`config.mk`:
```
export PLATFORM = sky130hd
export DESIGN_NAME = hi_iso14443a_sniff
export DESIGN_NICKNAME = d
export VERILOG_FILES = /design/src/sniff_frame_pkg.sv /design/src/iso14443a_rf_pkg.sv /design/src/hi_iso14443a_sniff.sv /design/src/ssp_sniff_tx.sv /design/src/sniff_packer.sv /design/src/tag_mod_detector.sv /design/src/carrier_timebase.sv /design/src/carrier_frontend.sv
export SDC_FILE = /design/constraint.sdc
export NUM_CORES = 1
export LEC_CHECK = 0
export BUFFER_PORTS_ARGS = -buffer_cell sky130_fd_sc_hd__buf_2
export CORE_MARGIN = 2
export CORE_UTILIZATION = 30
export CTS_BUF_LIST = sky130_fd_sc_hd__clkbuf_16
export DETAILED_ROUTE_END_ITERATION = 12
export HOLD_SLACK_MARGIN = 0.08
export SLEW_MARGIN = 5
export SYNTH_ARGS = -nofsm -noshare
export SYNTH_HDL_FRONTEND = slang
export SYNTH_SLANG_ARGS = --single-unit
```
`constraint.sdc`:
```
create_clock -name adc_clk -period 5.4 [get_ports adc_clk]
set_clock_uncertainty 0.15 [all_clocks]
set_input_delay 0.54 -clock adc_clk [delete_from_list [all_inputs] [get_ports adc_clk]]
set_output_delay 0.54 -clock adc_clk [all_outputs]
set_load 0.005 [all_outputs]
```
`src/sniff_frame_pkg.sv`:
```
/*
 * Timebase, byte packing and SSP framing definitions.
 * One 128-tick period carries one byte; ssp_clk is adc_clk / 8.
 */
package sniff_frame_pkg;

	// 0..127 position inside the byte period
	typedef logic [6:0] tick_t;

	typedef logic [3:0] nibble_t;

	// byte sent to the host, reader bits in the upper half
	typedef struct packed {
		nibble_t reader_nib;
		nibble_t tag_nib;
	} sniff_byte_t;

	// ------------------------------
	// timebase phases
	// ------------------------------

	// low nibble where the reader phase correction is done
	localparam nibble_t warp_phase = 4'd13;
	// low nibble where reader and tag bits are sampled
	localparam nibble_t sample_phase = 4'd0;
	localparam tick_t load_tick = 7'd127;

	// no reader falling edge pending
	localparam nibble_t edge_invalid = 4'd8;

	// ------------------------------
	// ssp framing
	// ------------------------------

	localparam int bit_ticks = 8;
	localparam int frame_ticks = 64;
	localparam int frame_high_ticks = 8;

endpackage

```
`src/iso14443a_rf_pkg.sv`:
```
/*
 * Carrier sample and demodulation definitions for the ISO14443-A sniffer.
 * Thresholds assume the 8-bit ADC runs at the 13.56 MHz carrier rate.
 */
package iso14443a_rf_pkg;

	// ------------------------------
	// sample and filter words
	// ------------------------------

	// raw carrier amplitude from the ADC, unsigned
	typedef logic [7:0] adc_sample_t;

	// derivative filter output, range about +-765
	typedef logic signed [10:0] filtered_t;

	// ------------------------------
	// reader demodulation
	// ------------------------------

	// schmitt trigger levels, about 1.14 V and 1.04 V at the ADC input
	localparam adc_sample_t hyst_high_th = 8'd16;
	localparam adc_sample_t hyst_low_th = 8'd8;

	// below this the reader field counts as missing
	localparam adc_sample_t field_on_th = 8'd192;
	localparam int field_loss_ticks = 4096;

	// zero run that means the reader pauses the carrier
	localparam int deep_zero_ticks = 8;
	// nonzero run after which the reader is taken as idle
	localparam int deep_idle_ticks = 256;

	// ------------------------------
	// tag load modulation
	// ------------------------------

	// both slope peaks must exceed this for a modulated bit
	localparam filtered_t slope_th = 11'sd5;
	// detector reset sits this many ticks before the reader rising edge phase
	localparam logic [3:0] detect_offset = 4'd4;

	// demodulated state, shared by all consumers
	typedef struct packed {
		logic reader_bit;
		logic deep_mod;
		logic reader_rise;
		logic reader_fall;
	} rf_status_t;

endpackage
```
`src/hi_iso14443a_sniff.sv`:
```
/*
 * ISO14443-A sniffer top level, runs on the rising edge of adc_clk.
 * Sniffer path only, no tag simulation and no antenna drive.
 */
module hi_iso14443a_sniff
	import iso14443a_rf_pkg::*;
	import sniff_frame_pkg::*;
(
	input logic adc_clk,
	input logic fdt_reset,
	input adc_sample_t adc_d,
	output logic ssp_clk,
	output logic ssp_frame,
	output logic ssp_din,
	output logic dbg
);

	rf_status_t rf_status;
	tick_t tick;
	logic tag_bit;
	sniff_byte_t sniff_byte;
	logic byte_load;

	// reader demodulation
	carrier_frontend carrier_frontend_i (
		.adc_clk(adc_clk),
		.fdt_reset(fdt_reset),
		.adc_d(adc_d),
		.rf_status(rf_status)
	);

	carrier_timebase carrier_timebase_i (
		.adc_clk(adc_clk),
		.fdt_reset(fdt_reset),
		.rf_status(rf_status),
		.tick(tick)
	);

	// tag answer detection
	tag_mod_detector tag_mod_detector_i (
		.adc_clk(adc_clk),
		.fdt_reset(fdt_reset),
		.adc_d(adc_d),
		.rf_status(rf_status),
		.tick(tick),
		.tag_bit(tag_bit)
	);

	sniff_packer sniff_packer_i (
		.adc_clk(adc_clk),
		.fdt_reset(fdt_reset),
		.rf_status(rf_status),
		.tag_bit(tag_bit),
		.tick(tick),
		.sniff_byte(sniff_byte),
		.byte_load(byte_load)
	);

	// host link
	ssp_sniff_tx ssp_sniff_tx_i (
		.adc_clk(adc_clk),
		.fdt_reset(fdt_reset),
		.tick(tick),
		.sniff_byte(sniff_byte),
		.byte_load(byte_load),
		.ssp_clk(ssp_clk),
		.ssp_frame(ssp_frame),
		.ssp_din(ssp_din)
	);

	// toggles every 8 ticks, shows the timebase on a scope
	assign dbg = tick[3];

endmodule

```
`src/ssp_sniff_tx.sv`:
```
/*
 * SSP transmitter to the host, no back-pressure.
 * ssp_clk is adc_clk / 8, ssp_frame marks each 64-tick frame.
 * Second frame of a period repeats bit 0 of the byte.
 */
module ssp_sniff_tx
	import sniff_frame_pkg::*;
(
	input logic adc_clk,
	input logic fdt_reset,
	input tick_t tick,
	input sniff_byte_t sniff_byte,
	input logic byte_load,
	output logic ssp_clk,
	output logic ssp_frame,
	output logic ssp_din
);

	localparam int bit_w = $clog2(bit_ticks);
	localparam int frame_w = $clog2(frame_ticks);

	logic [7:0] tx_shift;
	logic bit_start;
	logic frame_start;

	assign bit_start = (tick[bit_w-1:0] == '0);
	assign frame_start = (tick[frame_w-1:0] == '0);

	// ------------------------------
	// clock and frame
	// ------------------------------
	always_ff @(posedge adc_clk)
	begin
		if (fdt_reset)
		begin
			ssp_clk <= 1'b0;
			ssp_frame <= 1'b0;
		end
		else
		begin
			// high for the first half of each bit
			if (bit_start)
				ssp_clk <= 1'b1;
			else if (tick[bit_w-1:0] == bit_w'(bit_ticks / 2))
				ssp_clk <= 1'b0;

			// rising edge of ssp_frame starts a frame
			if (frame_start)
				ssp_frame <= 1'b1;
			else if (tick[frame_w-1:0] == frame_w'(frame_high_ticks))
				ssp_frame <= 1'b0;
		end
	end

	// ------------------------------
	// serializer
	// ------------------------------
	always_ff @(posedge adc_clk)
	begin
		if (fdt_reset)
			tx_shift <= '0;
		else if (byte_load)
			tx_shift <= sniff_byte;
		// MSB first, LSB is kept and fills from below
		else if (bit_start && !frame_start)
			tx_shift <= {tx_shift[6:0], tx_shift[0]};
	end

	assign ssp_din = tx_shift[7];

endmodule

```
`src/sniff_packer.sv`:
```
/*
 * Packs four reader and four tag bits into one byte per 128 ticks.
 * Tag bits read as zero while the reader is modulating.
 */
module sniff_packer
	import iso14443a_rf_pkg::*;
	import sniff_frame_pkg::*;
(
	input logic adc_clk,
	input logic fdt_reset,
	input rf_status_t rf_status,
	input logic tag_bit,
	input tick_t tick,
	output sniff_byte_t sniff_byte,
	output logic byte_load
);

	nibble_t reader_nib;
	nibble_t tag_nib;

	// ------------------------------
	// bit sampling
	// ------------------------------
	// newest bit enters at the LSB
	always_ff @(posedge adc_clk)
	begin
		if (tick[3:0] == sample_phase)
		begin
			reader_nib <= {reader_nib[2:0], rf_status.reader_bit};
			tag_nib <= {tag_nib[2:0], tag_bit};
		end
	end

	// ------------------------------
	// byte latch
	// ------------------------------
	always_ff @(posedge adc_clk)
	begin
		if (tick == load_tick)
		begin
			sniff_byte.reader_nib <= reader_nib;
			// reader is sending, or there is no field at all
			sniff_byte.tag_nib <= rf_status.deep_mod ? nibble_t'(0) : tag_nib;
		end
	end

	// strobe is valid together with the latched byte
	always_ff @(posedge adc_clk)
	begin
		if (fdt_reset)
			byte_load <= 1'b0;
		else
			byte_load <= (tick == load_tick);
	end

endmodule

```
`src/tag_mod_detector.sv`:
```
/*
 * Tag load modulation detector for the sniffer.
 * Gaussian derivative over five samples, peak hold over one 16-tick bit.
 * Reset phase follows reader rising edges seen during deep modulation.
 */
module tag_mod_detector
	import iso14443a_rf_pkg::*;
	import sniff_frame_pkg::*;
(
	input logic adc_clk,
	input logic fdt_reset,
	input adc_sample_t adc_d,
	input rf_status_t rf_status,
	input tick_t tick,
	output logic tag_bit
);

	// sample history, prev_1 is one tick back
	adc_sample_t prev_1;
	adc_sample_t prev_2;
	adc_sample_t prev_3;
	adc_sample_t prev_4;

	filtered_t term_old;
	filtered_t term_new;
	filtered_t deriv;
	filtered_t deriv_neg;

	// steepest falling and rising slopes in the current window
	filtered_t fall_peak;
	filtered_t rise_peak;
	nibble_t reset_phase;

	always_ff @(posedge adc_clk)
	begin
		prev_4 <= prev_3;
		prev_3 <= prev_2;
		prev_2 <= prev_1;
		prev_1 <= adc_d;
	end

	// ------------------------------
	// derivative filter
	// ------------------------------
	// 2*x[-4] + x[-3] - x[-1] - 2*x[0], positive on a falling carrier
	assign term_old = filtered_t'({2'b00, prev_4, 1'b0}) + filtered_t'({3'b000, prev_3});
	assign term_new = filtered_t'({3'b000, prev_1}) + filtered_t'({2'b00, adc_d, 1'b0});
	assign deriv = term_old - term_new;
	assign deriv_neg = -deriv;

	// ------------------------------
	// peak hold and decision
	// ------------------------------
	always_ff @(posedge adc_clk)
	begin
		if (fdt_reset)
		begin
			fall_peak <= '0;
			rise_peak <= '0;
			tag_bit <= 1'b0;
		end
		else if (tick[3:0] == reset_phase)
		begin
			// modulation needs a falling and a rising edge, any order
			tag_bit <= (fall_peak > slope_th) && (rise_peak > slope_th);
			fall_peak <= '0;
			rise_peak <= '0;
		end
		else if (deriv > 0)
		begin
			if (deriv > fall_peak)
				fall_peak <= deriv;
		end
		else if (deriv_neg > rise_peak)
		begin
			rise_peak <= deriv_neg;
		end
	end

	// tag answers a fixed delay after the end of the reader pause
	always_ff @(posedge adc_clk)
	begin
		if (fdt_reset)
			reset_phase <= '0;
		else if (rf_status.reader_rise && rf_status.deep_mod)
			reset_phase <= tick[3:0] - detect_offset;
	end

endmodule

```
`src/carrier_timebase.sv`:
```
/*
 * 128-tick timebase locked to the reader bit phase.
 * Correction only runs during deep modulation, one step per reader edge.
 */
module carrier_timebase
	import iso14443a_rf_pkg::*;
	import sniff_frame_pkg::*;
(
	input logic adc_clk,
	input logic fdt_reset,
	input rf_status_t rf_status,
	output tick_t tick
);

	// low nibble of the last reader falling edge
	nibble_t fall_phase;
	logic warp_now;

	assign warp_now = rf_status.deep_mod && (tick[3:0] == warp_phase);

	always_ff @(posedge adc_clk)
	begin
		if (fdt_reset)
		begin
			tick <= '0;
			fall_phase <= edge_invalid;
		end
		else
		begin
			if (rf_status.reader_fall)
				fall_phase <= tick[3:0];

			if (warp_now)
			begin
				// edge just after sampling, move the sample point earlier
				if (fall_phase == 4'd1)
					tick <= tick + 7'd2;
				// edge just before sampling, wait one tick
				else if (fall_phase == 4'd0)
					tick <= tick;
				else
					tick <= tick + 7'd1;
				// one correction per detected edge
				fall_phase <= edge_invalid;
			end
			else
			begin
				// 127 wraps to 0 by width
				tick <= tick + 7'd1;
			end
		end
	end

endmodule

```
`src/carrier_frontend.sv`:
```
/*
 * Reader signal shaping for the sniffer. Assumes 100% ASK from the reader.
 * Field loss forces reader_bit high after field_loss_ticks of weak carrier.
 */
module carrier_frontend
	import iso14443a_rf_pkg::*;
(
	input logic adc_clk,
	input logic fdt_reset,
	input adc_sample_t adc_d,
	output rf_status_t rf_status
);

	localparam int loss_w = $clog2(field_loss_ticks);
	localparam int zero_w = $clog2(deep_zero_ticks);
	localparam int idle_w = $clog2(deep_idle_ticks);

	logic [loss_w-1:0] low_cnt;
	logic [zero_w-1:0] zero_cnt;
	logic [idle_w-1:0] idle_cnt;
	logic bit_next;
	logic field_lost;

	// field missing for the full window
	assign field_lost = (adc_d < field_on_th) && (low_cnt == loss_w'(field_loss_ticks - 1));

	// ------------------------------
	// schmitt trigger
	// ------------------------------
	always_comb
	begin
		// hold the level between the thresholds
		bit_next = rf_status.reader_bit;
		if (adc_d >= hyst_high_th)
		begin
			bit_next = 1'b1;
		end
		else if (adc_d < hyst_low_th)
		begin
			bit_next = 1'b0;
		end
		// no field looks like an unmodulated carrier
		if (field_lost)
		begin
			bit_next = 1'b1;
		end
	end

	always_ff @(posedge adc_clk)
	begin
		if (fdt_reset)
		begin
			rf_status <= '{reader_bit: 1'b1, default: 1'b0};
			low_cnt <= '0;
			zero_cnt <= '0;
			idle_cnt <= '0;
		end
		else
		begin
			rf_status.reader_bit <= bit_next;
			// edge flags line up with the new reader_bit
			rf_status.reader_rise <= bit_next & ~rf_status.reader_bit;
			rf_status.reader_fall <= ~bit_next & rf_status.reader_bit;

			// field loss window, restarts after it fires
			if (adc_d >= field_on_th || field_lost)
				low_cnt <= '0;
			else
				low_cnt <= low_cnt + 1'b1;

			// deep modulation, entered on a zero run
			if (adc_d == '0)
			begin
				if (zero_cnt == zero_w'(deep_zero_ticks - 1))
				begin
					rf_status.deep_mod <= 1'b1;
					idle_cnt <= '0;
				end
				else
					zero_cnt <= zero_cnt + 1'b1;
			end
			else
			begin
				zero_cnt <= '0;
				// long carrier means the reader waits for the tag
				if (idle_cnt == idle_w'(deep_idle_ticks - 1))
					rf_status.deep_mod <= 1'b0;
				else
					idle_cnt <= idle_cnt + 1'b1;
			end
		end
	end

endmodule

```
# After elaboration in Yosys (flattened, before gate mapping)
# Index checks and enable logic that the tools add are counted.
[totals] latchBits=0 ramBits=0 wordCells=105 mem_count=0 out_inout_bits=4 romBits=0 reg_bits=124
[op_classes] shifts=0 multipliers=0 magnitude_cmp=9 eq_ne=12 addsub=10 bitwise_logic=6 reduce_logical=24 div_mod_pow=0 n_mux=18
[op_table] operator="two-way mux 8 bit" count=5
[op_table] operator="> comparator 11 bit" count=2
[op_table] operator="> comparator 11 x 4 -> 1 bit, second input constant" count=2
[op_table] operator="two-way mux 7 bit" count=3
[op_table] operator="adder 12 x 1 -> 12 bit, second input constant" count=1
[op_table] operator="equality test 12 bit, second input constant" count=1
[op_table] operator="> comparator 11 x 1 -> 1 bit, second input constant" count=1
[op_table] operator="negation 11 bit" count=1
[op_table] operator="subtractor 10 x 10 -> 11 bit" count=1
[op_table] operator="adder 8 x 9 -> 10 bit" count=1
[op_table] operator="adder 9 x 8 -> 10 bit" count=1
[op_table] operator="two-way mux 1 bit" count=10
[op_table] operator="adder 8 x 1 -> 8 bit, second input constant" count=1
[op_table] operator="equality test 8 bit, second input constant" count=1
[op_table] operator="greater-or-equal comparator 8 x 5 -> 1 bit, second input constant" count=1
[op_table] operator="greater-or-equal comparator 8 bit, second input constant" count=1
[op_table] operator="zero test 4 bit" count=2
[op_table] operator="zero test 8 bit" count=1
[op_table] operator="less-than comparator 8 x 4 -> 1 bit, second input constant" count=1
[op_table] operator="less-than comparator 8 bit, second input constant" count=1
[op_table] operator="AND reduction 2 bit" count=4
[op_table] operator="nonzero test 2 bit" count=4
[op_table] operator="OR reduction 2 bit" count=4
[op_table] operator="adder 7 x 1 -> 7 bit, second input constant" count=1
[op_table] operator="19 further kinds" count=28

# Longest topological paths before layout
# Gate-level depths: netlist (run 1).
[logic_depth] depth_word=6 ltp_mapped=20

# Hierarchy
# Synthesis (run 1) repeated with hierarchy kept, for this count alone.
[unflattened] cells_unflattened=648 hier_area_um2=6392.4
[by_module_without_submodules] mod="tag_mod_detector" cells_each=361 area_each_um2=3493.4 seq_area_each_um2=1181.1 n_inst=1
[by_module_without_submodules] mod="carrier_frontend" cells_each=145 area_each_um2=1276.2 seq_area_each_um2=540.5 n_inst=1
[by_module_without_submodules] mod="carrier_timebase" cells_each=63 area_each_um2=600.6 seq_area_each_um2=220.2 n_inst=1
[by_module_without_submodules] mod="sniff_packer" cells_each=26 area_each_um2=556.8 seq_area_each_um2=500.5 n_inst=1
[by_module_without_submodules] mod="ssp_sniff_tx" cells_each=53 area_each_um2=465.4 seq_area_each_um2=200.2 n_inst=1

# Worst setup path after synthesis (run 1)
# No wires, ideal clock.
[synth_timing] path_kind="input to register" from="input adc_d[2]" to="register tag_mod_detector_i.rise_peak[10]" required_ns=5.158 t_arrival_ns=5.319 setup_ns=0.092 n_path_buf=2 stages=18 slack_ns=-0.161 path_cell_list="fa_1 > fa_1 > inv_1 > ha_1 > buf_6 > and3_4 > or3_1 > and2_1 > buf_6 > or3b_4 > or4_1 > and2_1 > ha_1 > or4b_2 > a221oi_1 > a211o_1 > nor3_4 > o32ai_1"
[synth_between] elab_chain_cells=5 elab_cells_between_ends=7 classes_between="3 x add/sub; 2 x order compare; 1 x bitwise; 1 x reduce/logical"
[synth_lines] element="start, declared" line="hi_iso14443a_sniff.sv:11" source="input adc_sample_t adc_d,"
[synth_lines] element="adder 8 x 9 -> 10 bit" line="tag_mod_detector.sv:47" source="assign term_new = filtered_t'({3'b000, prev_1}) + filtered_t'({2'b00, adc_d, 1'b0});"
[synth_lines] element="subtractor 10 x 10 -> 11 bit" line="tag_mod_detector.sv:48" source="assign deriv = term_old - term_new;"
[synth_lines] element="net tag_mod_detector_i.deriv[4]" line="tag_mod_detector.sv:26" source="filtered_t deriv;"
[synth_lines] element="negation 11 bit" line="tag_mod_detector.sv:49" source="assign deriv_neg = -deriv;"
[synth_lines] element="net tag_mod_detector_i.deriv_neg[9]" line="tag_mod_detector.sv:27" source="filtered_t deriv_neg;"
[synth_lines] element="> comparator 11 bit" line="tag_mod_detector.sv:74" source="else if (deriv_neg > rise_peak)"
[synth_lines] element="AND reduction 2 bit (no source line)"
[synth_lines] element="end signal, assigned" line="tag_mod_detector.sv:76" source="rise_peak <= deriv_neg;"
[synth_lines] element="end, declared" line="tag_mod_detector.sv:31" source="filtered_t rise_peak;"
# The timed path passes the listed nets, and every way through them passes these cells.
# A chain may end at the register's enable or synchronous reset.

# Final worst setup path (run 1)
[layout_timing] from="register tag_mod_detector_i.prev_4[2]" to="register tag_mod_detector_i.rise_peak[10]"
[layout_between] elab_chain_cells=5 elab_cells_between_ends=7 classes_between="3 x add/sub; 2 x order compare; 1 x bitwise; 1 x reduce/logical"
[layout_lines] element="start, declared" line="tag_mod_detector.sv:22" source="adc_sample_t prev_4;"
[layout_lines] element="start signal, assigned" line="tag_mod_detector.sv:36" source="prev_4 <= prev_3;"
[layout_lines] element="adder 9 x 8 -> 10 bit" line="tag_mod_detector.sv:46" source="assign term_old = filtered_t'({2'b00, prev_4, 1'b0}) + filtered_t'({3'b000, prev_3});"
[layout_lines] element="subtractor 10 x 10 -> 11 bit" line="tag_mod_detector.sv:48"
[layout_lines] element="negation 11 bit" line="tag_mod_detector.sv:49"
[layout_lines] element="net tag_mod_detector_i.deriv_neg[9]" line="tag_mod_detector.sv:27"
[layout_lines] element="> comparator 11 bit" line="tag_mod_detector.sv:74"
[layout_lines] element="AND reduction 2 bit (no source line)"
# The timed path passes the listed nets, and every way through them passes these cells.

==> results of run 1 <==
## per-stage QoR
stage | instances | setup WS, ps
3_5_place_dp | 972 | -118
2_1_floorplan | 667 | -18.9
3_3_place_gp | 972 | -50.7
4_1_cts | 1004 | 150
5_1_grt | 1008 | 3.30
6_report | 1008 | 178
## final cells by class
type / count / area, um2 / area share, %
Inverter: 68 / 255 / 3.36
Clock inverter: 15 / 139 / 1.83
Timing Repair Buffer: 51 / 350 / 4.61
Clock buffer: 17 / 425 / 5.60
Sequential cell: 124 / 2640 / 34.8
Tap cell: 275 / 344 / 4.53
Multi-Input combinational cell: 458 / 3440 / 45.3
## sequential cells by signal, indices dropped and copies added, names as in the netlist, 7 cells and up
name,count
sniff_packer_i.sniff_byte,8
carrier_timebase_i.tick,7
tag_mod_detector_i.prev_1,8
tag_mod_detector_i.rise_peak,11
carrier_frontend_i.low_cnt,12
carrier_frontend_i.idle_cnt,8
tag_mod_detector_i.prev_4,8
tag_mod_detector_i.prev_3,8
ssp_sniff_tx_i.tx_shift,8
tag_mod_detector_i.fall_peak,11
tag_mod_detector_i.prev_2,8
## layout by cell type (no fill, tap or decap), types with 16 or more instances in the layout
cell,netlist,final
buf_4,0,38
edfxtp_1,16,16
mux2i_1,29,29
nand3_1,28,28
ha_1,50,45
dfxtp_1,108,108
a21oi_1,28,28
clkbuf_16,0,17
xnor2_1,23,23
nor2_1,74,74
inv_1,67,68
nand2_1,46,46
## power breakdown
part | leakage, nW | internal [mW] | switching [mW]
clock network | 0.262 | 0.639 | 0.452
logic | 1.78 | 0.646 | 0.722
registers | 1.03 | 0.997 | 0.0356
## metal layers
metal	track usage (%)	vias up	wire (um)
met5	0	-	0
met4	4.14	0	159
met3	3.49	13	431
met2	19.6	45	5560
met1	16.5	2158	6330
li1	-	2425	-
## worst max path at each step
stage                                    startpoint                                             to  slack [ps]  cells after the start
2_1_floorplan                              adc_d[2]  tag_mod_detector_i.rise_peak[10]$_SDFFE_PP0P_         -20                     18
3_3_place_gp                               adc_d[2]  tag_mod_detector_i.rise_peak[10]$_SDFFE_PP0P_         -50                     17
3_5_place_dp                               adc_d[2]  tag_mod_detector_i.rise_peak[10]$_SDFFE_PP0P_        -120                     17
4_1_cts        tag_mod_detector_i.prev_4[2]$_DFF_P_  tag_mod_detector_i.rise_peak[10]$_SDFFE_PP0P_         150                     17
5_1_grt        tag_mod_detector_i.prev_4[4]$_DFF_P_  tag_mod_detector_i.rise_peak[10]$_SDFFE_PP0P_           3                     18
6_report       tag_mod_detector_i.prev_4[2]$_DFF_P_  tag_mod_detector_i.rise_peak[10]$_SDFFE_PP0P_         180                     18
## kinds of logic after synthesis
| family | Yosys count | synth area share, % |
|---|---|---|
| AO/OA/AOI/OAI | 107 | 11.9 |
| XOR/XNOR | 36 | 4.97 |
| adder cells (fa/ha/maj) | 63 | 14.0 |
| buffers and inverters | 85 | 5.33 |
| flip-flops | 124 | 41.7 |
| multiplexers | 30 | 4.76 |
| AND/OR/NAND/NOR | 222 | 17.4 |
## repair_timing
item,4_1_cts,5_1_grt
buffers inserted,0,4
gates resized for setup,0,9
setup endpoints to repair,0,9
## worst max-delay path, delay by kind of cell, from the launching register on
kind / cells / cell delay [ps]
AO/OA/AOI/OAI: 4 / 860
adder cells (fa/ha/maj): 4 / 1330
buffers and inverters: 3 / 300
flip-flops: 1 / 320
AND/OR/NAND/NOR: 7 / 2150
==> results.md, run 1 <==
- Outcome: complete, no violations
- Clock Tree Buf Depth: 2
- Worst min path class: in2reg
- Post-synth top flop: dfxtp_1
- DRC viols: 0
- Reg2reg end: tag_mod_detector_i.rise_peak[10]$_SDFFE_PP0P_
- Clk slew on worst S/H paths: 60 ps
- Count of cell types in the netlist: 73
- Post-synth top area share: approximately a third
- Core Util, Final: between 30% and 40%
- Critical Path Source Type: register
- First-pass GRT wire length: about 22000 um
- IO Port Bufs: 13
- Max Cap Violations: 0
- CP Cell Sequence: inv_1 -> fa_1 -> fa_1 -> inv_1 -> ha_4 -> a21o_1 -> or3_4 -> and2_4 -> or3b_4 -> or4_4 -> and2_1 -> ha_2 -> or4b_4 -> a221oi_4 -> a211o_1 -> nor3_4 -> buf_4 -> o32ai_1
- Layout Area Growth over Synthesis: 19.9%
- First-pass DRT Iterations: 4
- Peak VDD IR: ~0.23 mV
- WHS Path Cells: 1
- CP Data Required Time: 5570 ps
- Fin Setup TNS: 0 ps
- Core ar.: approximately 21000 um2
- Syn_nets: 740
- Rel. slew slack: between 20 and 30%
- Min cycle time layout: ~5200 ps
- Final setup violation count: 0
- Num CTS Buffers: 17
- Cell Area, Synth: around 6300 um2
- Synth Warn #: 0
- Design Area, Final: between 7000 and 8000 um2
- Num ports: 14
- Top-count cell post-synth: dfxtp_1
- Hold WS: approximately 99 ps
- Crit Path Class: reg2reg
- Die height: between 100 and 150 um
- Detail Route Antenna Nets: 0
- Die ar.: 22300 um2
- Sequential share of the synthesized area: 41.7%
- Post-DP HPWL: 9210 um
- Worst R2R Path Depth: 18
- Largest net degree at the start of global routing: 38
- Root Buffer: clkbuf_16
- Synth async-reset ratio: 0%
- Detailed-route wire length: roughly 12000 um
- Initial antenna violation count: 0
- DR iter-0 viols: roughly 210
- CTS tree: done
- Routed vias/inst: approximately 4.6
- Avg Cell Area, Syn: 9.50 um2
- Mapped Cells: around 670
- Synth top cells by count: dfxtp_1 (108), nor2_1 (74), inv_1 (67), ha_1 (50), nand2_1 (46)
- CTS H-tree depth: 4
- Setup crit end kind: register
- CTS sink cnt: 124
- Slew @ Worst Pin: around 1100 ps
- Worst r2r src: tag_mod_detector_i.prev_4[2]$_DFF_P_
- Slew Viols, Final: 0
- Critical Path Max Stage Delay: ~540 ps
- Worst EP arrival: around 5400 ps
- Largest area contributor in the netlist: dfxtp_1
- Worst reg-to-reg setup slack: 180 ps
- GR Overflow Total: 0
- ANT cells: 0
- Initial Util: approximately 30%
- Hold_buf cts: 0
- Final Hold Fails: 0
- PwrDens: 459 nW/um2
- Layout Nets: about 790
- Worst Hold End: tag_mod_detector_i.prev_1[0]$_DFF_P_
- Worst hold start: adc_d[0]
- Critical-path top delay cell: fa_1
- Fin crit share: 96.7%
- Share of layout cells above drive strength 1: 14.9%
- GPL Wtd Cong: just over 0.8
- Die width: around 150 um
- Via count: roughly 4600
- Worst-Skew Late Latency: approximately 420 ps
- Critical path fanouts, max: 3
- FP Rows: 53
- Wirelength per Cell: about 12 um
- Leakage power: about 3.1 nW
- # fillers: 2113
- GRT Overall Usage: between 10% and 20%
- RSZ-0062 raised after global routing: no
- #FFs+latches synth: 124
- Area after DPL: between 6000 and 7000 um2
- Largest cells by area after synthesis: dfxtp_1 (34%), ha_1 (9.9%), edfxtp_1 (7.6%)
- Final Power: 3.49 mW
- Post-synth EDFFs: 16
- Number of global-route vias before repair: around 4600
- Highest Clock Rate: about 190 MHz
Power figures use the tool's default switching activity.
==> run 2: changes to the inputs <==
--- a/config.mk
+++ b/config.mk
@@ -14,4 +14,5 @@
 export SLEW_MARGIN = 5
 export SYNTH_ARGS = -nofsm -noshare
 export SYNTH_HDL_FRONTEND = slang
+export SYNTH_HIERARCHICAL = 1
 export SYNTH_SLANG_ARGS = --single-unit
==> run 2 against run 1 <==
Routed wire length increased by 2.3%. Fmax up 3.0%. Non-clock buffer count is 12 lower. Flip-flop and latch count unchanged. Critical endpoint is now tag_mod_detector_i/rise_peak[9]$_SDFFE_PP0P_. Utilization decreased by 0.86 points. Highest routed layer unchanged. Synthesized area grew 0.85%. Cell count fell by 3.8%. Clock power about the same. Clock-buffer cell count rose by 1. Via count stayed put. Largest power group unchanged.
==> results.md, run 2 <==
- Outcome: complete, no violations
- #FFs+latches synth: 124 (unchanged)
- Hold WS: 125 ps (+25.6 ps)
- Share of layout cells above drive strength 1: 14.5% (-0.34 points)
- Max Cap Violations: 0 (unchanged)
- Initial Util: 30.5% (+0.16 points)
- Cell-internal power: 2.20 mW (-3.6%)
- Syn_nets: 717 (-3.1%)
- CTS sink cnt: 124 (unchanged)
- Top-count cell post-synth: dfxtp_1
- Setup crit end kind: register
- Worst path bufs/invs: 4 (+1)
- Core ar.: 21000 um2 (+0.32%)
- Peak VDD IR: 0.234 mV (+2.0%)
- Clk slew on worst S/H paths: 60 ps (about the same)
- Most flops, register: carrier_frontend_i/low_cnt
- Worst-Skew Late Latency: 420 ps (about the same)
- Rel. slew slack: 43.1% (+15 points)
- Wirelength per Cell: 13.2 um (+6.3%)
- Initial antenna violation count: 0 (unchanged)
- Die ar.: 22500 um2 (+0.83%)
- Worst EP arrival: 5230 ps (-160 ps)
- FP Rows: 53 (unchanged)
- GPL Wtd Cong: 0.782 (-5.0%)
- Largest cells by area after synthesis: dfxtp_1 (34%), ha_1 (9.0%), edfxtp_1 (7.5%)
- Worst min path class: in2reg
- Net Sw Power: 1.12 mW (-7.3%)
- Flop pwr share: 31.1% (+1.5 points)
- Critical-path top delay cell: fa_1
- Area after DPL: 6830 um2 (-1.7%)
- Post-DP HPWL: 9060 um (-1.6%)
- Number of global-route vias before repair: 4441 (-3.9%)
- First-pass GRT wire length: 21800 um (-1.2%)
- Cell Area, Synth: 6390 um2 (+0.85%)
- Max reg flops: 12 (unchanged)
- Place WS: -52.6 ps (+65.1 ps)
- CP Data Required Time: 5560 ps (about the same)
- First-pass DRT Iterations: 4 (unchanged)
- Slew Viols, Final: 0 (unchanged)
- Largest area contributor in the netlist: dfxtp_1
- Worst R2R Path Depth: 22 (+4)
- Highest Clock Rate: 197 MHz (+3.0%)
- Placed cells: 935 (-3.8%)
- Routed vias/inst: 4.78 (+3.9%)
- # fillers: 2165 (+2.5%)
- Root Buffer: clkbuf_16
- Count of cell types in the netlist: 69 (-5.5%)
- Critical path fanouts, max: 5 (+2)
- Die height: 150 um (+0.41%)
- Fin Setup TNS: 0 ps (unchanged)
- Detail Route Antenna Nets: 0 (unchanged)
- Final Hold Fails: 0 (unchanged)
- Layout Area Growth over Synthesis: 16.5%
- Most frequent CP cell: buf_4
- Power share of the combinational group: 35.4% (-3.8 points)
- GR Overflow Total: 0 (unchanged)
- Min cycle time layout: 5070 ps (-150 ps)
- Detailed-route wire length: 12800 um (+2.3%)
- Biggest regs: carrier_frontend_i/low_cnt: 12 flops, tag_mod_detector_i/fall_peak: 11 flops, tag_mod_detector_i/rise_peak: 11 flops
- Sequential share of the synthesized area: 41.3% (-0.35 points)
- Post-synth top flop: dfxtp_1
- GRT Overall Usage: 12.3% (-0.20 points)
- Critical Path Source Type: register
- Crit Path Class: reg2reg
- Largest net degree at the start of global routing: 47 (+24%)
- Sw Ratio: 33.8% (-0.87 points)
- Hold_buf cts: 0 (unchanged)
- Fin crit share: 93.9% (-2.8 points)
- Final setup violation count: 0 (unchanged)
- Slack of the critical path: 328 ps (+150 ps)
- Via count: 4641 (unchanged)
- IO Port Bufs: 13 (unchanged)
- CTS H-tree depth: 4 (unchanged)
- DRC viols: 0 (unchanged)
- Leakage power: 2.89 nW (-6.0%)
- Synth Warn #: 6 (+6)
- Post-synth EDFFs: 16 (unchanged)
- Layout Nets: 751 (-5.3%)
- Crit path max-delay family: adder cells
- Most frequent cells in the layout: dfxtp_1 (108), inv_1 (69), ha_1 (46)
- CP Cell Sequence: fa_1 -> fa_1 -> inv_1 -> ha_1 -> a211oi_2 -> buf_4 -> o31ai_2 -> buf_4 -> o211ai_1 -> nor2b_1 -> a2111oi_4 -> xnor2_1 -> ha_1 -> nand3_1 -> nor2_1 -> o21ai_0 -> a21oi_1 -> o211ai_1 -> a22oi_2 -> buf_4 -> mux2i_1 -> nor2_1
- Synth async-reset ratio: 0% (unchanged)
- PwrDens: 446 nW/um2 (-2.9%)
- Final Non-Filler Cells: 970 (-3.8%)
- Num CTS Buffers: 17 (unchanged)
- Critical Path Max Stage Delay: 520 ps (-20 ps)
- Avg Cell Area, Syn: 9.86 um2 (+3.8%)
- Mapped Cells: 648 (-2.8%)
- WHS Path Cells: 1 (unchanged)
- ANT cells: 0 (unchanged)
- Clock Tree Buf Depth: 2 (unchanged)
- Commonest non-fill, non-tap cell in the layout: dfxtp_1
- CTS tree: done
- Num ports: 14 (unchanged)
- DR iter-0 viols: 208 (-0.48%)
- Synth top cells by count: dfxtp_1 (108), inv_1 (68), ha_1 (46), nor2_1 (41), nand3_1 (29)
- Die width: 150 um (+0.41%)
- Post-synth top area share: 33.8% (-0.29 points)
- Clock power frac: 33.5% (+2.3 points)
- Design Area, Final: 7450 um2 (-2.0%)
- CP Depth: 22 (+4)
- Slew @ Worst Pin: 850 ps (-218 ps)
run 2: changes by cell type after synthesis, sizes merged, moves of 6 or more:
cell    previous run  this run
nor2              74        41
nand2             46        25
mux2i             29        11
a31oi              2        15
buf                6        17
nand4             11        22
o31ai              6        16
o21ai             15        23
a221oi             1         7
or3                5        11
run 2: power groups by stage:
stage	logic, mW	clock network (mW)	registers (mW)
2_1_floorplan	0.841	0	1.04
3_3_place_gp	1.14	0	1.05
3_5_place_dp	1.13	0	1.05
4_1_cts	1.14	1.14	1.03
5_1_grt	1.33	1.19	1.04
6_report	1.18	1.11	1.03
run 2: cell type report:
type	count	area (um2)	area share (%)
tap	275	344	4.62
clock inverter	14	125	1.68
inverter	68	255	3.43
clock buffer	18	450	6.05
sequential	124	2640	35.5
multi-input combinational	432	3370	45.3
timing repair buffer	39	258	3.46
run 2: worst paths after layout:
| path | start | endpoint | slack, ps |
|---|---|---|---|
| worst max register to register | tag_mod_detector_i/prev_1[2]$_DFF_P_ | tag_mod_detector_i/rise_peak[9]$_SDFFE_PP0P_ | 330 |
| worst min-delay path | adc_d[1] | tag_mod_detector_i/prev_1[1]$_DFF_P_ | 120 |
| worst min register to register | tag_mod_detector_i/prev_2[0]$_DFF_P_ | tag_mod_detector_i/prev_3[0]$_DFF_P_ | 170 |
| worst max-delay path | tag_mod_detector_i/prev_1[2]$_DFF_P_ | tag_mod_detector_i/rise_peak[9]$_SDFFE_PP0P_ | 330 |
run 2: timing repair:
action                                  CTS  global route
endpoints found under the setup margin    0             8
buffers inserted                          0             2
resized for setup                         0             4
run 2: through the flow:
step / power, mW / utilization [%]
floorplan: 1.88 / -
global placement: 2.19 / 32.6
detailed placement: 2.19 / 32.6
CTS: 3.32 / 35.3
global route: 3.56 / 35.5
finish: 3.32 / 35.5
run 2: cell families (layout without fill, tap and decap cells):
kind of cell | after synthesis | in the layout | synth area share [%]
and+or+nand+nor | 194 | 194 | 17.2
AOI/OAI and AO/OA | 132 | 132 | 15.3
DFF | 124 | 124 | 41.3
buffers and inverters | 92 | 139 | 6.26
adders and majority gates | 59 | 59 | 13.1
xor gates and xnor gates | 32 | 32 | 4.38
muxes | 15 | 15 | 2.43
run 2: layer usage:
metal | share of wire (%) | wire [um] | track usage, % | vias to the layer above
met1 | 51 | 6500 | 16.5 | 2180
li1 | - | - | - | 2387
met5 | 0 | 0 | 0 | -
met2 | 45 | 5700 | 18.4 | 59
met3 | 2.8 | 356 | 3.60 | 15
met4 | 1.6 | 210 | 4.76 | 0
==> run 3: changes to the inputs <==
--- a/config.mk
+++ b/config.mk
@@ -16,3 +16,4 @@
 export SYNTH_HDL_FRONTEND = slang
 export SYNTH_HIERARCHICAL = 1
 export SYNTH_SLANG_ARGS = --single-unit
+export TNS_END_PERCENT = 1
==> constraint.sdc (replaced) <==
create_clock -name adc_clk -period 4.4 [get_ports adc_clk]
set_clock_uncertainty 0.15 [all_clocks]
set_input_delay 0.44 -clock adc_clk [delete_from_list [all_inputs] [get_ports adc_clk]]
set_output_delay 0.44 -clock adc_clk [all_outputs]
set_load 0.005 [all_outputs]
==> run 3 against run 2 <==
The run now ends with negative setup slack left. Cell area increased by 5.3%. Non-clock buffer count increased by 34. Clock power increased by 20%. Combinational power increased by 48%. Total power increased by 31%. Setup slack got worse by 720 ps. First-iteration DRC count decreased by 4.3%.
==> results.md, run 3 (synthesized netlist as in run 2, its figures left out) <==
- Critical path fanouts, max: 5 (unchanged)
- Root Buffer: clkbuf_16
- CTS tree: done
- GRT Overall Usage: 12.3% (+0.080 points)
- Biggest regs: carrier_frontend_i/low_cnt: 12 flops, tag_mod_detector_i/fall_peak: 11 flops, tag_mod_detector_i/rise_peak: 11 flops
- FP Rows: 53 (unchanged)
- Slack of the critical path: -389 ps (-717 ps)
- ANT cells: 0 (unchanged)
- Area after DPL: 7160 um2 (+4.9%)
- Layout Nets: 785 (+4.5%)
- Crit Path Class: reg2reg
- Max Cap Violations: 0 (unchanged)
- Worst reg-to-reg setup slack: -390 ps (-720 ps)
- Final Hold Fails: 0 (unchanged)
- Initial antenna violation count: 0 (unchanged)
- # fillers: 2080 (-3.9%)
- Failing checks: negative setup slack
- Min cycle time layout: 4790 ps (-283 ps)
- Critical Path Source Type: register
- Via count: 4852 (+4.5%)
- Detailed-route wire length: 12800 um (+0.16%)
- Num CTS Buffers: 17 (unchanged)
- Detail Route Antenna Nets: 0 (unchanged)
- Routed vias/inst: 4.83 (+1.0%)
- Die ar.: 22500 um2 (unchanged)
- Post-DP HPWL: 9240 um (+2.0%)
- DR iter-0 viols: 199 (-4.3%)
- Final setup violation count: 12 (+12)
- Worst r2r src: tag_mod_detector_i/prev_3[2]$_DFF_P_
- Worst Hold End: tag_mod_detector_i/prev_1[6]$_DFF_P_
- Wirelength per Cell: 12.7 um (-3.2%)
- Peak VDD IR: 0.338 mV (+44%)
- DRC viols: 0 (unchanged)
- Core ar.: 21000 um2 (unchanged)
- Number of global-route vias before repair: 4705 (+5.9%)
- Slew Viols, Final: 0 (unchanged)
- Max reg flops: 12 (unchanged)
- RSZ-0062 raised after global routing: yes
- Layout Area Growth over Synthesis: 22.6%
- Outcome: finished with violations
- Most frequent cells in the layout: dfxtp_1 (107), inv_1 (65), buf_4 (57)
- GR Overflow Total: 0 (unchanged)
- GPL Wtd Cong: 0.778 (-0.45%)
- Worst min path class: in2reg
- Slew @ Worst Pin: 1130 ps (+280 ps)
- Share of layout cells above drive strength 1: 21.4% (+6.9 points)
- Clk slew on worst S/H paths: 60 ps (about the same)
- Reg2reg end: tag_mod_detector_i/rise_peak[9]$_SDFFE_PP0P_
- Clock Tree Buf Depth: 2 (unchanged)
- Num ports: 14 (unchanged)
- Core Util, Final: 37.4% (+1.9 points)
- IO Port Bufs: 13 (unchanged)
- Rel. slew slack: 24.5% (-19 points)
- CP Data Required Time: 4530 ps (-1030 ps)
- Design Area, Final: 7840 um2 (+5.3%)
- PwrDens: 554 nW/um2 (+24%)
- Largest net degree at the start of global routing: 47 (unchanged)
- Worst-Skew Late Latency: 420 ps (about the same)
- Fin crit share: 109% (+15 points)
- CTS H-tree depth: 4 (unchanged)
- Initial Util: 30.5% (unchanged)
- Die width: 150 um (unchanged)
- First-pass GRT wire length: 22100 um (+1.3%)
- Leakage power: 3.07 nW (+6.1%)
- Commonest non-fill, non-tap cell in the layout: dfxtp_1
- Most flops, register: carrier_frontend_i/low_cnt
- Die height: 150 um (unchanged)
- Setup crit end kind: register
- Worst hold start: adc_d[6]
- WHS Path Cells: 2 (+1)
- Worst EP arrival: 4920 ps (-310 ps)
- CTS sink cnt: 124 (unchanged)
- Worst R2R Path Depth: 21 (-4.5%)
- First-pass DRT Iterations: 4 (unchanged)
- Highest Clock Rate: 209 MHz (+5.9%)
run 3: changes by cell type in the layout (fill, tap and decap cells not counted), moves of 2 or more:
| cell | previous run | this run |
|---|---|---|
| xnor2_2 | 0 | 2 |
| ha_1 | 46 | 42 |
| inv_2 | 0 | 3 |
| xor2_2 | 0 | 2 |
| nor2_2 | 0 | 3 |
| buf_4 | 25 | 57 |
| nor2_1 | 41 | 38 |
| xor2_1 | 14 | 12 |
| inv_1 | 69 | 65 |
| dlygate4sd3_1 | 0 | 2 |
| ha_4 | 0 | 3 |
| xnor2_1 | 18 | 16 |
| inv_6 | 0 | 3 |
run 3: repair_timing:
action                     in CTS  in global routing
hold endpoints to repair        2                  0
setup endpoints to repair      22                 22
hold buffers                    2                  0
cloned                          1                  0
gates resized for setup        12                  4
setup buffers                   1                  0
pin swaps                       7                  0
run 3: power breakdown:
group / leakage, nW / internal (mW) / switching [mW]
clock network: 0.278 / 0.807 / 0.522
logic: 1.76 / 0.822 / 0.925
registers: 1.03 / 1.22 / 0.0439
run 3: layout make-up:
class,count,area [um2],share of cell area (%)
multi-input combinational,432,3510,44.8
sequential,124,2640,33.7
timing repair buffer,73,518,6.61
clock buffer,18,450,5.75
tap,275,344,4.39
inverter,68,255,3.26
clock inverter,14,116,1.48
run 3: worst max-delay path: stages (launching register included):
cell       delay (ps)
dfxtp_2           330
inv_2              40
fa_1              490
fa_1              510
inv_2              40
ha_4              230
a211oi_4          280
nor3_1            140
or3_1             380
and2_4            180
a2111oi_4         270
xnor2_1           120
ha_1              320
nand3_1            90
nor2_2            130
o21ai_1            70
a21oi_1           120
o211ai_1          130
a22oi_2           220
buf_4             170
mux2i_1           170
nor2_1             50
run 3: layer usage:
metal / global-route usage, % / part of all wire [%] / up-vias
met1: 15.9 / 49 / 2317
met5: 0 / 0 / -
met3: 3.38 / 2.9 / 15
li1: - / - / 2461
met2: 19.6 / 46 / 59
met4: 4.86 / 1.5 / 0
run 3: worst max-delay path by stage:
stage                                               from                                            to  slack (ps)  depth (start not counted)
floorplan                                       adc_d[1]  tag_mod_detector_i/rise_peak[9]$_SDFFE_PP0P_        -320                         20
CTS                 tag_mod_detector_i/prev_3[2]$_DFF_P_  tag_mod_detector_i/rise_peak[9]$_SDFFE_PP0P_        -410                         21
global route        tag_mod_detector_i/prev_3[2]$_DFF_P_  tag_mod_detector_i/rise_peak[0]$_SDFFE_PP0P_        -760                         21
global placement                                adc_d[1]  tag_mod_detector_i/rise_peak[0]$_SDFFE_PP0P_        -640                         21
finish              tag_mod_detector_i/prev_3[2]$_DFF_P_  tag_mod_detector_i/rise_peak[9]$_SDFFE_PP0P_        -390                         21
detailed placement                              adc_d[1]  tag_mod_detector_i/rise_peak[0]$_SDFFE_PP0P_        -700                         21
run 3: metrics by stage:
stage / cells / worst slack, ps / setup TNS (ps) / power [mW] / hold slack (ps)
floorplan: 648 / -324 / -2640 / 2.38 / 160
global route: 1004 / -761 / -10010 / 4.64 / 111
global placement: 968 / -636 / -8880 / 2.93 / 160
detailed placement: 968 / -697 / -10200 / 2.93 / 163
finish: 1004 / -389 / -3860 / 4.34 / 112
CTS: 1004 / -410 / -4120 / 4.37 / 99.4
